<file path="src/daq_pkg.sv">
package daq_pkg;

	//////////////////////////////////////////////////
	// widths and sizes
	//////////////////////////////////////////////////
	localparam int DATA_W     = 16;	// mcu and adc word
	localparam int ADDR_W     = 9;	// mcu address bus
	localparam int N_CH       = 4;	// adc channels in use
	localparam int FIFO_DEPTH = 16;	// words per channel
	localparam int PERIOD_W   = 32;	// key-phase period counter

	localparam logic [DATA_W-1:0] VERSION_WORD = 16'h1000;

	localparam int CONVST_CYC = 2;	// convst low time
	localparam int RD_CYC     = 2;	// rd_n low time per word

	//////////////////////////////////////////////////
	// register map, byte offsets on the mcu bus
	//////////////////////////////////////////////////
	localparam logic [ADDR_W-1:0] ADDR_VERSION    = 9'h000;
	localparam logic [ADDR_W-1:0] ADDR_SAMPLE_DIV = 9'h002;
	localparam logic [ADDR_W-1:0] ADDR_PHASE_L    = 9'h00A;
	localparam logic [ADDR_W-1:0] ADDR_PHASE_H    = 9'h00C;
	localparam logic [ADDR_W-1:0] ADDR_CTRL       = 9'h00E;
	localparam logic [ADDR_W-1:0] ADDR_STATUS     = 9'h014;
	localparam logic [ADDR_W-1:0] ADDR_CH_BASE    = 9'h016;	// ch k at base + 2k

	typedef logic [DATA_W-1:0]   data_t;
	typedef logic [PERIOD_W-1:0] period_t;

	// one mcu bus cycle, strobes already active high
	typedef struct packed {
		logic              cs;
		logic              we;
		logic              rd;
		logic [ADDR_W-1:0] addr;
		data_t             wdata;
	} mcu_req_t;

	// one conversion result, ch[0] is channel 1
	typedef struct packed {
		data_t [N_CH-1:0] ch;
	} sample_set_t;

	typedef struct packed {
		logic [DATA_W-3:0] rsvd;
		logic              fifo_clr;	// self clearing
		logic              enable;	// sampling on
	} ctrl_fields_t;

	typedef union packed {
		data_t        raw;
		ctrl_fields_t f;
	} ctrl_word_u;

endpackage
</file>
<file path="src/daq_top.sv">
`timescale 1ns/1ns

module daq_top (
	input  logic                         AD_CLK_40M,
	input  logic                         arst_n_i,
	input  logic                         mcu_cs_n_i,
	input  logic                         mcu_we_n_i,
	input  logic                         mcu_rd_n_i,
	input  logic [daq_pkg::ADDR_W-1:0]   mcu_addr_i,
	input  daq_pkg::data_t               mcu_wdata_i,
	input  daq_pkg::data_t               adc_db_i,
	input  logic                         adc_busy_i,
	input  logic                         phase_i,
	output daq_pkg::data_t               mcu_rdata_o,
	output logic                         mcu_rvalid_o,
	output logic                         adc_convst_o,
	output logic                         adc_cs_n_o,
	output logic                         adc_rd_n_o
);
	import daq_pkg::*;

	mcu_req_t              mcu_req;
	period_t               period;
	logic                  period_valid;
	logic                  phase_edge;
	data_t                 sample_div;
	logic                  enable;
	logic                  fifo_clr;
	logic                  conv_valid;
	logic                  conv_ready;
	sample_set_t           sample;
	logic                  sample_valid;
	data_t [N_CH-1:0]      fifo_head;
	logic [N_CH-1:0]       fifo_nempty;
	logic [N_CH-1:0]       fifo_ovf;
	logic [N_CH-1:0]       fifo_pop;

	assign mcu_req = '{cs: ~mcu_cs_n_i, we: ~mcu_we_n_i, rd: ~mcu_rd_n_i,
		addr: mcu_addr_i, wdata: mcu_wdata_i};	// pins to active high

	mcu_reg_bank u_regs (
		.AD_CLK_40M     (AD_CLK_40M),
		.arst_n_i       (arst_n_i),
		.req_i          (mcu_req),
		.period_i       (period),
		.period_valid_i (period_valid),
		.fifo_head_i    (fifo_head),
		.fifo_nempty_i  (fifo_nempty),
		.fifo_ovf_i     (fifo_ovf),
		.rdata_o        (mcu_rdata_o),
		.rvalid_o       (mcu_rvalid_o),
		.sample_div_o   (sample_div),
		.enable_o       (enable),
		.fifo_clr_o     (fifo_clr),
		.pop_o          (fifo_pop)
	);

	phase_meter u_phase (
		.AD_CLK_40M     (AD_CLK_40M),
		.arst_n_i       (arst_n_i),
		.phase_i        (phase_i),
		.period_o       (period),
		.period_valid_o (period_valid),
		.edge_o         (phase_edge)
	);

	conv_scheduler u_sched (
		.AD_CLK_40M     (AD_CLK_40M),
		.arst_n_i       (arst_n_i),
		.enable_i       (enable),
		.period_valid_i (period_valid),
		.edge_i         (phase_edge),
		.sample_div_i   (sample_div),
		.conv_ready_i   (conv_ready),
		.conv_valid_o   (conv_valid)
	);

	ad7606_reader u_adc (
		.AD_CLK_40M     (AD_CLK_40M),
		.arst_n_i       (arst_n_i),
		.conv_valid_i   (conv_valid),
		.adc_db_i       (adc_db_i),
		.adc_busy_i     (adc_busy_i),
		.conv_ready_o   (conv_ready),
		.adc_convst_o   (adc_convst_o),
		.adc_cs_n_o     (adc_cs_n_o),
		.adc_rd_n_o     (adc_rd_n_o),
		.sample_o       (sample),
		.sample_valid_o (sample_valid)
	);

	//////////////////////////////////////////////////
	// per-channel sample buffers
	//////////////////////////////////////////////////
	for (genvar g = 0; g < N_CH; g++) begin : g_fifo
		sample_fifo u_fifo (
			.AD_CLK_40M (AD_CLK_40M),
			.arst_n_i   (arst_n_i),
			.clr_i      (fifo_clr),
			.wr_i       (sample_valid),
			.wdata_i    (sample.ch[g]),
			.pop_i      (fifo_pop[g]),
			.head_o     (fifo_head[g]),
			.nempty_o   (fifo_nempty[g]),
			.ovf_o      (fifo_ovf[g])
		);
	end

endmodule

</file>
<file path="src/ad7606_reader.sv">
`timescale 1ns/1ns

module ad7606_reader (
	input  logic                AD_CLK_40M,
	input  logic                arst_n_i,
	input  logic                conv_valid_i,
	input  daq_pkg::data_t      adc_db_i,
	input  logic                adc_busy_i,
	output logic                conv_ready_o,
	output logic                adc_convst_o,
	output logic                adc_cs_n_o,
	output logic                adc_rd_n_o,
	output daq_pkg::sample_set_t sample_o,
	output logic                sample_valid_o
);
	import daq_pkg::*;

	localparam int CNT_W = 4;
	localparam int CH_W  = $clog2(N_CH);

	typedef enum logic [2:0] {
		S_IDLE,
		S_CONVST,
		S_WAIT_BH,
		S_WAIT_BL,
		S_READ
	} state_t;

	state_t           state_q;
	logic [CNT_W-1:0] cnt_q;
	logic [CH_W-1:0]  ch_q;
	logic             rd_low;
	logic             rd_last;

	// rd_n low for RD_CYC cycles, then one high cycle between words
	assign rd_low  = (state_q == S_READ) && (cnt_q < CNT_W'(RD_CYC));
	assign rd_last = (state_q == S_READ) && (cnt_q == CNT_W'(RD_CYC - 1));

	assign conv_ready_o = state_q == S_IDLE;
	assign adc_convst_o = state_q != S_CONVST;
	assign adc_cs_n_o   = ~rd_low;
	assign adc_rd_n_o   = ~rd_low;

	//////////////////////////////////////////////////
	// conversion and readout FSM
	//////////////////////////////////////////////////
	always_ff @(posedge AD_CLK_40M or negedge arst_n_i) begin
		if (!arst_n_i) begin
			state_q        <= S_IDLE;
			cnt_q          <= '0;
			ch_q           <= '0;
			sample_valid_o <= 1'b0;
		end else begin
			sample_valid_o <= 1'b0;
			case (state_q)
				S_IDLE: begin
					cnt_q <= '0;
					if (conv_valid_i)
						state_q <= S_CONVST;
				end
				S_CONVST: begin
					cnt_q <= cnt_q + 1'b1;
					if (cnt_q == CNT_W'(CONVST_CYC - 1))
						state_q <= S_WAIT_BH;
				end
				S_WAIT_BH: begin
					if (adc_busy_i)
						state_q <= S_WAIT_BL;
				end
				S_WAIT_BL: begin
					ch_q  <= '0;
					cnt_q <= '0;
					if (!adc_busy_i)
						state_q <= S_READ;	// conversion done
				end
				S_READ: begin
					if (rd_last && ch_q == CH_W'(N_CH - 1)) begin
						state_q        <= S_IDLE;
						sample_valid_o <= 1'b1;
					end else if (cnt_q == CNT_W'(RD_CYC)) begin
						cnt_q <= '0;	// gap cycle done
						ch_q  <= ch_q + 1'b1;
					end else begin
						cnt_q <= cnt_q + 1'b1;
					end
				end
				default: state_q <= S_IDLE;
			endcase
		end
	end

	always_ff @(posedge AD_CLK_40M) begin
		if (rd_last)
			sample_o.ch[ch_q] <= adc_db_i;	// last low cycle of rd_n
	end

endmodule

</file>
<file path="src/conv_scheduler.sv">
`timescale 1ns/1ns

module conv_scheduler (
	input  logic           AD_CLK_40M,
	input  logic           arst_n_i,
	input  logic           enable_i,
	input  logic           period_valid_i,
	input  logic           edge_i,
	input  daq_pkg::data_t sample_div_i,
	input  logic           conv_ready_i,
	output logic           conv_valid_o
);
	import daq_pkg::*;

	data_t cnt_q;
	logic  run;
	logic  advance;
	logic  wrap;
	logic  xfer;

	assign run     = enable_i & period_valid_i;
	assign advance = run & (~conv_valid_o | conv_ready_i);	// stall while blocked
	assign wrap    = cnt_q == sample_div_i;
	assign xfer    = conv_valid_o & conv_ready_i;

	//////////////////////////////////////////////////
	// divider, one request per sample_div+1 cycles
	//////////////////////////////////////////////////
	always_ff @(posedge AD_CLK_40M or negedge arst_n_i) begin
		if (!arst_n_i) begin
			cnt_q <= '0;
		end else if (edge_i || !run) begin
			cnt_q <= '0;	// realign to key phase
		end else if (advance) begin
			cnt_q <= wrap ? '0 : cnt_q + 1'b1;
		end
	end

	always_ff @(posedge AD_CLK_40M or negedge arst_n_i) begin
		if (!arst_n_i)
			conv_valid_o <= 1'b0;
		else if (advance && wrap && !edge_i)
			conv_valid_o <= 1'b1;
		else if (xfer)
			conv_valid_o <= 1'b0;
	end

endmodule

</file>
<file path="src/phase_meter.sv">
`timescale 1ns/1ns

module phase_meter (
	input  logic             AD_CLK_40M,
	input  logic             arst_n_i,
	input  logic             phase_i,
	output daq_pkg::period_t period_o,
	output logic             period_valid_o,
	output logic             edge_o
);
	import daq_pkg::*;

	logic    ph_meta;
	logic    ph_sync;
	logic    ph_dly;
	logic    seen_edge;	// first rising edge already passed
	period_t cnt_q;

	always_ff @(posedge AD_CLK_40M or negedge arst_n_i) begin
		if (!arst_n_i) begin
			ph_meta <= 1'b0;
			ph_sync <= 1'b0;
			ph_dly  <= 1'b0;
		end else begin
			ph_meta <= phase_i;	// async key-phase input
			ph_sync <= ph_meta;
			ph_dly  <= ph_sync;
		end
	end

	assign edge_o = ph_sync & ~ph_dly;

	// cnt_q equals cycles since the last edge
	always_ff @(posedge AD_CLK_40M or negedge arst_n_i) begin
		if (!arst_n_i) begin
			cnt_q          <= '0;
			seen_edge      <= 1'b0;
			period_o       <= '0;
			period_valid_o <= 1'b0;
		end else if (edge_o) begin
			cnt_q     <= period_t'(1);
			seen_edge <= 1'b1;
			if (seen_edge) begin
				period_o       <= cnt_q;
				period_valid_o <= 1'b1;	// held until reset
			end
		end else begin
			cnt_q <= cnt_q + 1'b1;
		end
	end

endmodule

</file>
<file path="src/mcu_reg_bank.sv">
`timescale 1ns/1ns

module mcu_reg_bank (
	input  logic                                AD_CLK_40M,
	input  logic                                arst_n_i,
	input  daq_pkg::mcu_req_t                   req_i,
	input  daq_pkg::period_t                    period_i,
	input  logic                                period_valid_i,
	input  daq_pkg::data_t [daq_pkg::N_CH-1:0]  fifo_head_i,
	input  logic [daq_pkg::N_CH-1:0]            fifo_nempty_i,
	input  logic [daq_pkg::N_CH-1:0]            fifo_ovf_i,
	output daq_pkg::data_t                      rdata_o,
	output logic                                rvalid_o,
	output daq_pkg::data_t                      sample_div_o,
	output logic                                enable_o,
	output logic                                fifo_clr_o,
	output logic [daq_pkg::N_CH-1:0]            pop_o
);
	import daq_pkg::*;

	data_t      sample_div_q;
	ctrl_word_u ctrl_q;
	data_t      status_word;
	data_t      rd_word;
	logic       wr_hit;
	logic       rd_hit;

	assign wr_hit = req_i.cs & req_i.we;
	assign rd_hit = req_i.cs & req_i.rd;

	// nempty in bits 3:0, sticky ovf in 7:4, phase error at 8
	assign status_word = data_t'({~period_valid_i, fifo_ovf_i, fifo_nempty_i});

	//////////////////////////////////////////////////
	// write side
	//////////////////////////////////////////////////
	always_ff @(posedge AD_CLK_40M or negedge arst_n_i) begin
		if (!arst_n_i) begin
			sample_div_q <= '0;
			ctrl_q.raw   <= '0;
		end else begin
			if (wr_hit && req_i.addr == ADDR_SAMPLE_DIV)
				sample_div_q <= req_i.wdata;
			if (wr_hit && req_i.addr == ADDR_CTRL)
				ctrl_q.raw <= req_i.wdata;
			else
				ctrl_q.f.fifo_clr <= 1'b0;	// one cycle pulse
		end
	end

	assign sample_div_o = sample_div_q;
	assign enable_o     = ctrl_q.f.enable;
	assign fifo_clr_o   = ctrl_q.f.fifo_clr;

	//////////////////////////////////////////////////
	// read side
	//////////////////////////////////////////////////
	always_comb begin
		rd_word = '0;
		pop_o   = '0;
		if (rd_hit) begin
			case (req_i.addr)
				ADDR_VERSION:    rd_word = VERSION_WORD;
				ADDR_SAMPLE_DIV: rd_word = sample_div_q;
				ADDR_PHASE_L:    rd_word = period_i[DATA_W-1:0];
				ADDR_PHASE_H:    rd_word = period_i[PERIOD_W-1:DATA_W];
				ADDR_CTRL:       rd_word = ctrl_q.raw;
				ADDR_STATUS:     rd_word = status_word;
				default:         rd_word = '0;
			endcase
			for (int k = 0; k < N_CH; k++) begin
				if (req_i.addr == ADDR_W'(ADDR_CH_BASE + 2 * k)) begin
					rd_word  = fifo_nempty_i[k] ? fifo_head_i[k] : '0;	// empty reads zero
					pop_o[k] = fifo_nempty_i[k];	// pop with the same edge
				end
			end
		end
	end

	always_ff @(posedge AD_CLK_40M or negedge arst_n_i) begin
		if (!arst_n_i)
			rvalid_o <= 1'b0;
		else
			rvalid_o <= rd_hit;
	end

	always_ff @(posedge AD_CLK_40M) begin
		rdata_o <= rd_word;
	end

endmodule

</file>
<file path="src/sample_fifo.sv">
`timescale 1ns/1ns

module sample_fifo (
	input  logic           AD_CLK_40M,
	input  logic           arst_n_i,
	input  logic           clr_i,
	input  logic           wr_i,
	input  daq_pkg::data_t wdata_i,
	input  logic           pop_i,
	output daq_pkg::data_t head_o,
	output logic           nempty_o,
	output logic           ovf_o
);
	import daq_pkg::*;

	localparam int PTR_W = $clog2(FIFO_DEPTH);

	data_t            mem [FIFO_DEPTH];
	logic [PTR_W-1:0] wr_ptr;
	logic [PTR_W-1:0] rd_ptr;
	logic [PTR_W:0]   count;
	logic             full;
	logic             push;
	logic             pop;

	assign full     = count == (PTR_W + 1)'(FIFO_DEPTH);
	assign nempty_o = count != '0;
	assign push     = wr_i & ~full;	// full fifo drops the word
	assign pop      = pop_i & nempty_o;
	assign head_o   = mem[rd_ptr];

	always_ff @(posedge AD_CLK_40M or negedge arst_n_i) begin
		if (!arst_n_i) begin
			wr_ptr <= '0;
			rd_ptr <= '0;
			count  <= '0;
			ovf_o  <= 1'b0;
		end else if (clr_i) begin
			wr_ptr <= '0;
			rd_ptr <= '0;
			count  <= '0;
			ovf_o  <= 1'b0;
		end else begin
			if (push)
				wr_ptr <= wr_ptr + 1'b1;
			if (pop)
				rd_ptr <= rd_ptr + 1'b1;
			count <= count + (PTR_W + 1)'(push) - (PTR_W + 1)'(pop);
			if (wr_i && full)
				ovf_o <= 1'b1;	// sticky until clear
		end
	end

	always_ff @(posedge AD_CLK_40M) begin
		if (push)
			mem[wr_ptr] <= wdata_i;
	end

endmodule

</file>
<file path="config.mk">
export PLATFORM = sky130hd
export DESIGN_NAME = daq_top
export DESIGN_NICKNAME = d
export VERILOG_FILES = /design/src/daq_pkg.sv /design/src/daq_top.sv /design/src/ad7606_reader.sv /design/src/conv_scheduler.sv /design/src/phase_meter.sv /design/src/mcu_reg_bank.sv /design/src/sample_fifo.sv
export SDC_FILE = /design/constraint.sdc
export NUM_CORES = 1
export LEC_CHECK = 0
export ABC_AREA = 1
export BUFFER_PORTS_ARGS = -buffer_cell sky130_fd_sc_hd__buf_2
export CORE_MARGIN = 1.5
export CORE_UTILIZATION = 40
export CTS_BUF_LIST = sky130_fd_sc_hd__clkbuf_4
export DETAILED_ROUTE_END_ITERATION = 16
export GPL_ROUTABILITY_DRIVEN = 0
export SYNTH_ARGS = -nofsm -noshare
export SYNTH_HDL_FRONTEND = slang
export SYNTH_HIERARCHICAL = 1
export SYNTH_SLANG_ARGS = --single-unit
export TNS_END_PERCENT = 1
</file>
<file path="constraint.sdc">
create_clock -name AD_CLK_40M -period 3.8 [get_ports AD_CLK_40M]
set_input_delay 0.76 -clock AD_CLK_40M [delete_from_list [all_inputs] [get_ports AD_CLK_40M]]
set_output_delay 0.76 -clock AD_CLK_40M [all_outputs]
set_load 0.02 [all_outputs]
</file>
==> implementation parameters <==
Parameter                              Value

Finish
  Area Overhead vs Synth ... 12.52%
  Layout cells sized above 1 ... 13.90%
  Leading cell type in the layout, fill and taps excluded ... sky130_fd_sc_hd__nand2_1
  Commonest cells after routing, fill and taps aside ... sky130_fd_sc_hd__nand2_1 (1867), sky130_fd_sc_hd__edfxtp_1 (1088), sky130_fd_sc_hd__inv_1 (784)
  Core utilization of the finished layout ... 45.49%
  Cell area after layout ... 64560 sq um
  Number of non-filler instances in the completed layout ... 8250
  Final #Nets ... 6217

Timing
  Unrepaired setup endpoints after global routing ... false
  Transition time at the pin with the least slew margin ... 1.143 ns
  Setup violations, final ... 0
  Final worst clock skew ... 0.1052 ns
  Fin. Hold Viols ... 0
  Number of max-slew violations in the final report ... 0
  Top achievable clock speed ... 322.2 MHz
  Relative slew slack ... 23.73%
  Fin crit period ... 3.103 ns
  Final critical-path share of the clock period ... 81.67%
  Setup TNS ... 0 ns

Route
  Wire per inst ... 19.12 um
  Total iterations of the first detailed-routing run ... 6
  Routed Wire Length ... 157800 um
  Number of nets with antenna violations after routing ... 0
  Ratio of routed vias to standard cells ... 4.947
  Detailed router's first-iteration violation count ... 4296
  Routed via count ... 40816
  DR DRC count ... 0

Setup path
  Kind of launch point of the worst setup path ... flip-flop
  Critical path fanouts, max ... 8
  Launch point of the worst reg-to-reg path ... g_fifo[3].u_fifo/count[2]
  Path depth of the worst reg2reg path ... 19
  Critical Path Source ... u_adc/state_q[1]
  Slowest stage cell on the critical path ... sky130_fd_sc_hd__dfrtp_1
  Worst Setup Path Type ... flip-flop to output pin
  Endpoint kind of the worst setup timing path ... output pin
  Arrival time of the worst setup path ... 2.34 ns
  Required time worst endpoint ... 3.04 ns
  Slowest cell delay on critical path ... 0.47 ns
  Worst path cell trace ... nor2_4, nand2_4, inv_2, nand3_1, buf_2

Global routing
  Number of antenna violations at the first check in global routing ... 10
  Maximum number of pins on one net before global-route repair ... 164
  Gr ovfl total ... 0
  Vias in the first global route ... 39004
  First-pass GRT wire length ... 237600 um
  GRT Resource Usage Total ... 21.58%

Clock network
  CTS buffer count ... 353
  Number of sinks handled by clock tree synthesis ... 1289
  TritonCTS clock tree ... yes
  Clock transition at the registers of the reported paths ... 0.06 ns
  Deepest clock path buffer count ... 4
  Htree depth ... 5
  Clock Latency Late Sink ... 1.30 ns
  Clock root buffer ... sky130_fd_sc_hd__clkbuf_4

Logic synthesis
  Biggest area contributors in the synthesized netlist ... sky130_fd_sc_hd__edfxtp_1 (57%), sky130_fd_sc_hd__nand2_1 (12%), sky130_fd_sc_hd__dfrtp_1 (8.1%)
  Yosys Warn Count ... 6
  Yosys cell types ... 44
  Library cell occupying the most area in the post-synthesis netlist ... sky130_fd_sc_hd__edfxtp_1
  Summed instance area of the synthesized netlist ... 57370 sq um
  Post-synth net total ... 5858
  Seq/Total Area, Yosys ... 65.57%
  Proportion of netlist area held by the largest area contributor ... 56.94%
  Mean area per synthesized cell ... 9.973 sq um
  Number of standard cells after synthesis ... 5753
  Flop and latch count out of synthesis ... 1289

Pwr
  Relative contribution of the clock network to total power ... 41.2%
  Static leakage ... 27.75 nW
  IR drop worst, VDD ... 0.2479 mV
  Switching Share ... 23.24%
  PD cells ... 446.9 nW/um^2
  Combinational cell fraction of total power ... 5.1%
  P_sw ... 6.704 mW
  Cell-internal power ... 22.15 mW
  Part of the total power dissipated in sequential elements ... 53.8%

Floorplan
  Total core area ... 141900 sq um
  Number of ports placed on the die boundary ... 68
  Initial standard-cell utilization of the core ... 40.42%
  Standard-cell row count ... 138
  Area of the die ... 145700 sq um
  Die boundary height ... 381.7 um
  Die X-Extent ... 381.7 um

Worst hold path
  Path category of the worst min-delay check ... input pin to flip-flop
  Cell depth of the worst min-delay path ... 2
  Source of the worst hold timing path ... phase_i

Place
  HPWL Detailed ... 97690 um
  Placed Cells ... 7608
  Number of port buffers ... 67
  Placed inst area ... 59910 sq um

Flow run
  Max-cap check violation count ... 0

Run status
  Outcome ... complete, no violations
==> critical path: cells and delay by family, from the launching register on <==
kind,cells,cell delay [ns]
flip-flops,1,0.47
AND/OR/NAND/NOR,3,0.36
buffers and inverters,2,0.30
==> cell type report <==
cell class              instances  area [sq um]
diodes                         13         32.53
clock buffers                 525          3941
clock inverters                65         272.8
fillers                     13342         77370
inverters                     811          3054
multi-input cells            3417         15390
flip-flops and latches       1289         37640
well taps                    1890          2365
repair buffers                240          1863
==> metal layers <==
metal | vias to the layer above | wire length (um) | global-route usage (%)
met1 | 19472 | 69240 | 30.18
li1 | 19521 | - | -
met3 | 230 | 14690 | 5.611
met4 | 8 | 4174 | 7.437
met2 | 1585 | 69610 | 32.49
met5 | - | 54 | 0
==> Yosys cell counts, drive strengths merged <==
| master | count |
|---|---|
| a21o | 1 |
| a21oi | 48 |
| and2 | 1 |
| and3 | 3 |
| buf | 190 |
| clkbuf | 46 |
| clkinv | 9 |
| dfrtp | 185 |
| dfxtp | 16 |
| edfxtp | 1088 |
| fa | 4 |
| ha | 53 |
| inv | 802 |
| mux2 | 19 |
| nand2 | 1878 |
| nand3 | 750 |
| nand3b | 3 |
| nand4 | 47 |
| nor2 | 476 |
| nor3 | 10 |
| o21a | 6 |
| o21ai | 80 |
| o22ai | 1 |
| or2 | 1 |
| xnor2 | 2 |
| xor2 | 34 |
==> cells by family after synthesis <==
group,Yosys count,share of synthesized area [%]
AND/OR/NAND/NOR,3169,22.99
flip-flops,1289,65.57
buffers and inverters,1047,7.842
AO/OA/AOI/OAI,136,1.291
adder cells (fa/ha/maj),57,1.295
XOR/XNOR,36,0.5496
multiplexers,19,0.4580
==> metrics by stage <==
step / total power [mW] / setup slack [ns] / hold slack, ns
2_1_floorplan: 16.81 / 0.5568 / 0.3312
3_3_place_gp: 17.20 / 0.2598 / 0.3444
3_5_place_dp: 17.23 / 0.1678 / 0.3563
4_1_cts: 29.18 / 0.5421 / 0.05888
5_1_grt: 30.14 / 0.4625 / 0.1300
6_report: 28.85 / 0.6966 / 0.2302
==> worst paths after layout <==
check	endpoint	slack, ns
max reg2reg	g_fifo[3].u_fifo/count[4]	0.83
min in group asynchronous	u_sched/cnt_q[8]	0.69
min reg2reg	u_phase/ph_sync	0.36
min	u_phase/ph_meta	0.23
max	adc_cs_n_o	0.70
max in group asynchronous	u_phase/period_o[6]	2.55
==> power by group through the flow <==
stage                     Combinational, mW  Sequential, mW  Clock (mW)
final                                  1.46            15.5        11.9
after global routing                   1.67            15.5        13.0
after CTS                              1.47            15.5        12.2
after detailed placement               1.42            15.8           0
after global placement                 1.39            15.8           0
after floorplan                        1.06            15.7           0
==> what timing repair did <==
action	in CTS	in global routing
hold buffers	39	0
buffers inserted	0	0
hold endpoints to repair	287	0
gates resized for setup	0	0
==> sequential cells by signal, summed over array words and instances (netlist names), 16 cells and up <==
name / flops
g_fifo.u_fifo/mem: 1024
u_adc/sample_o: 64
u_phase/cnt_q: 32
u_phase/period_o: 32
g_fifo.u_fifo/count: 20
g_fifo.u_fifo/rd_ptr: 16
g_fifo.u_fifo/wr_ptr: 16
u_regs/ctrl_q: 16
u_regs/rdata_o: 16
u_regs/sample_div_o: 16
u_sched/cnt_q: 16
Power figures use the tool's default switching activity.
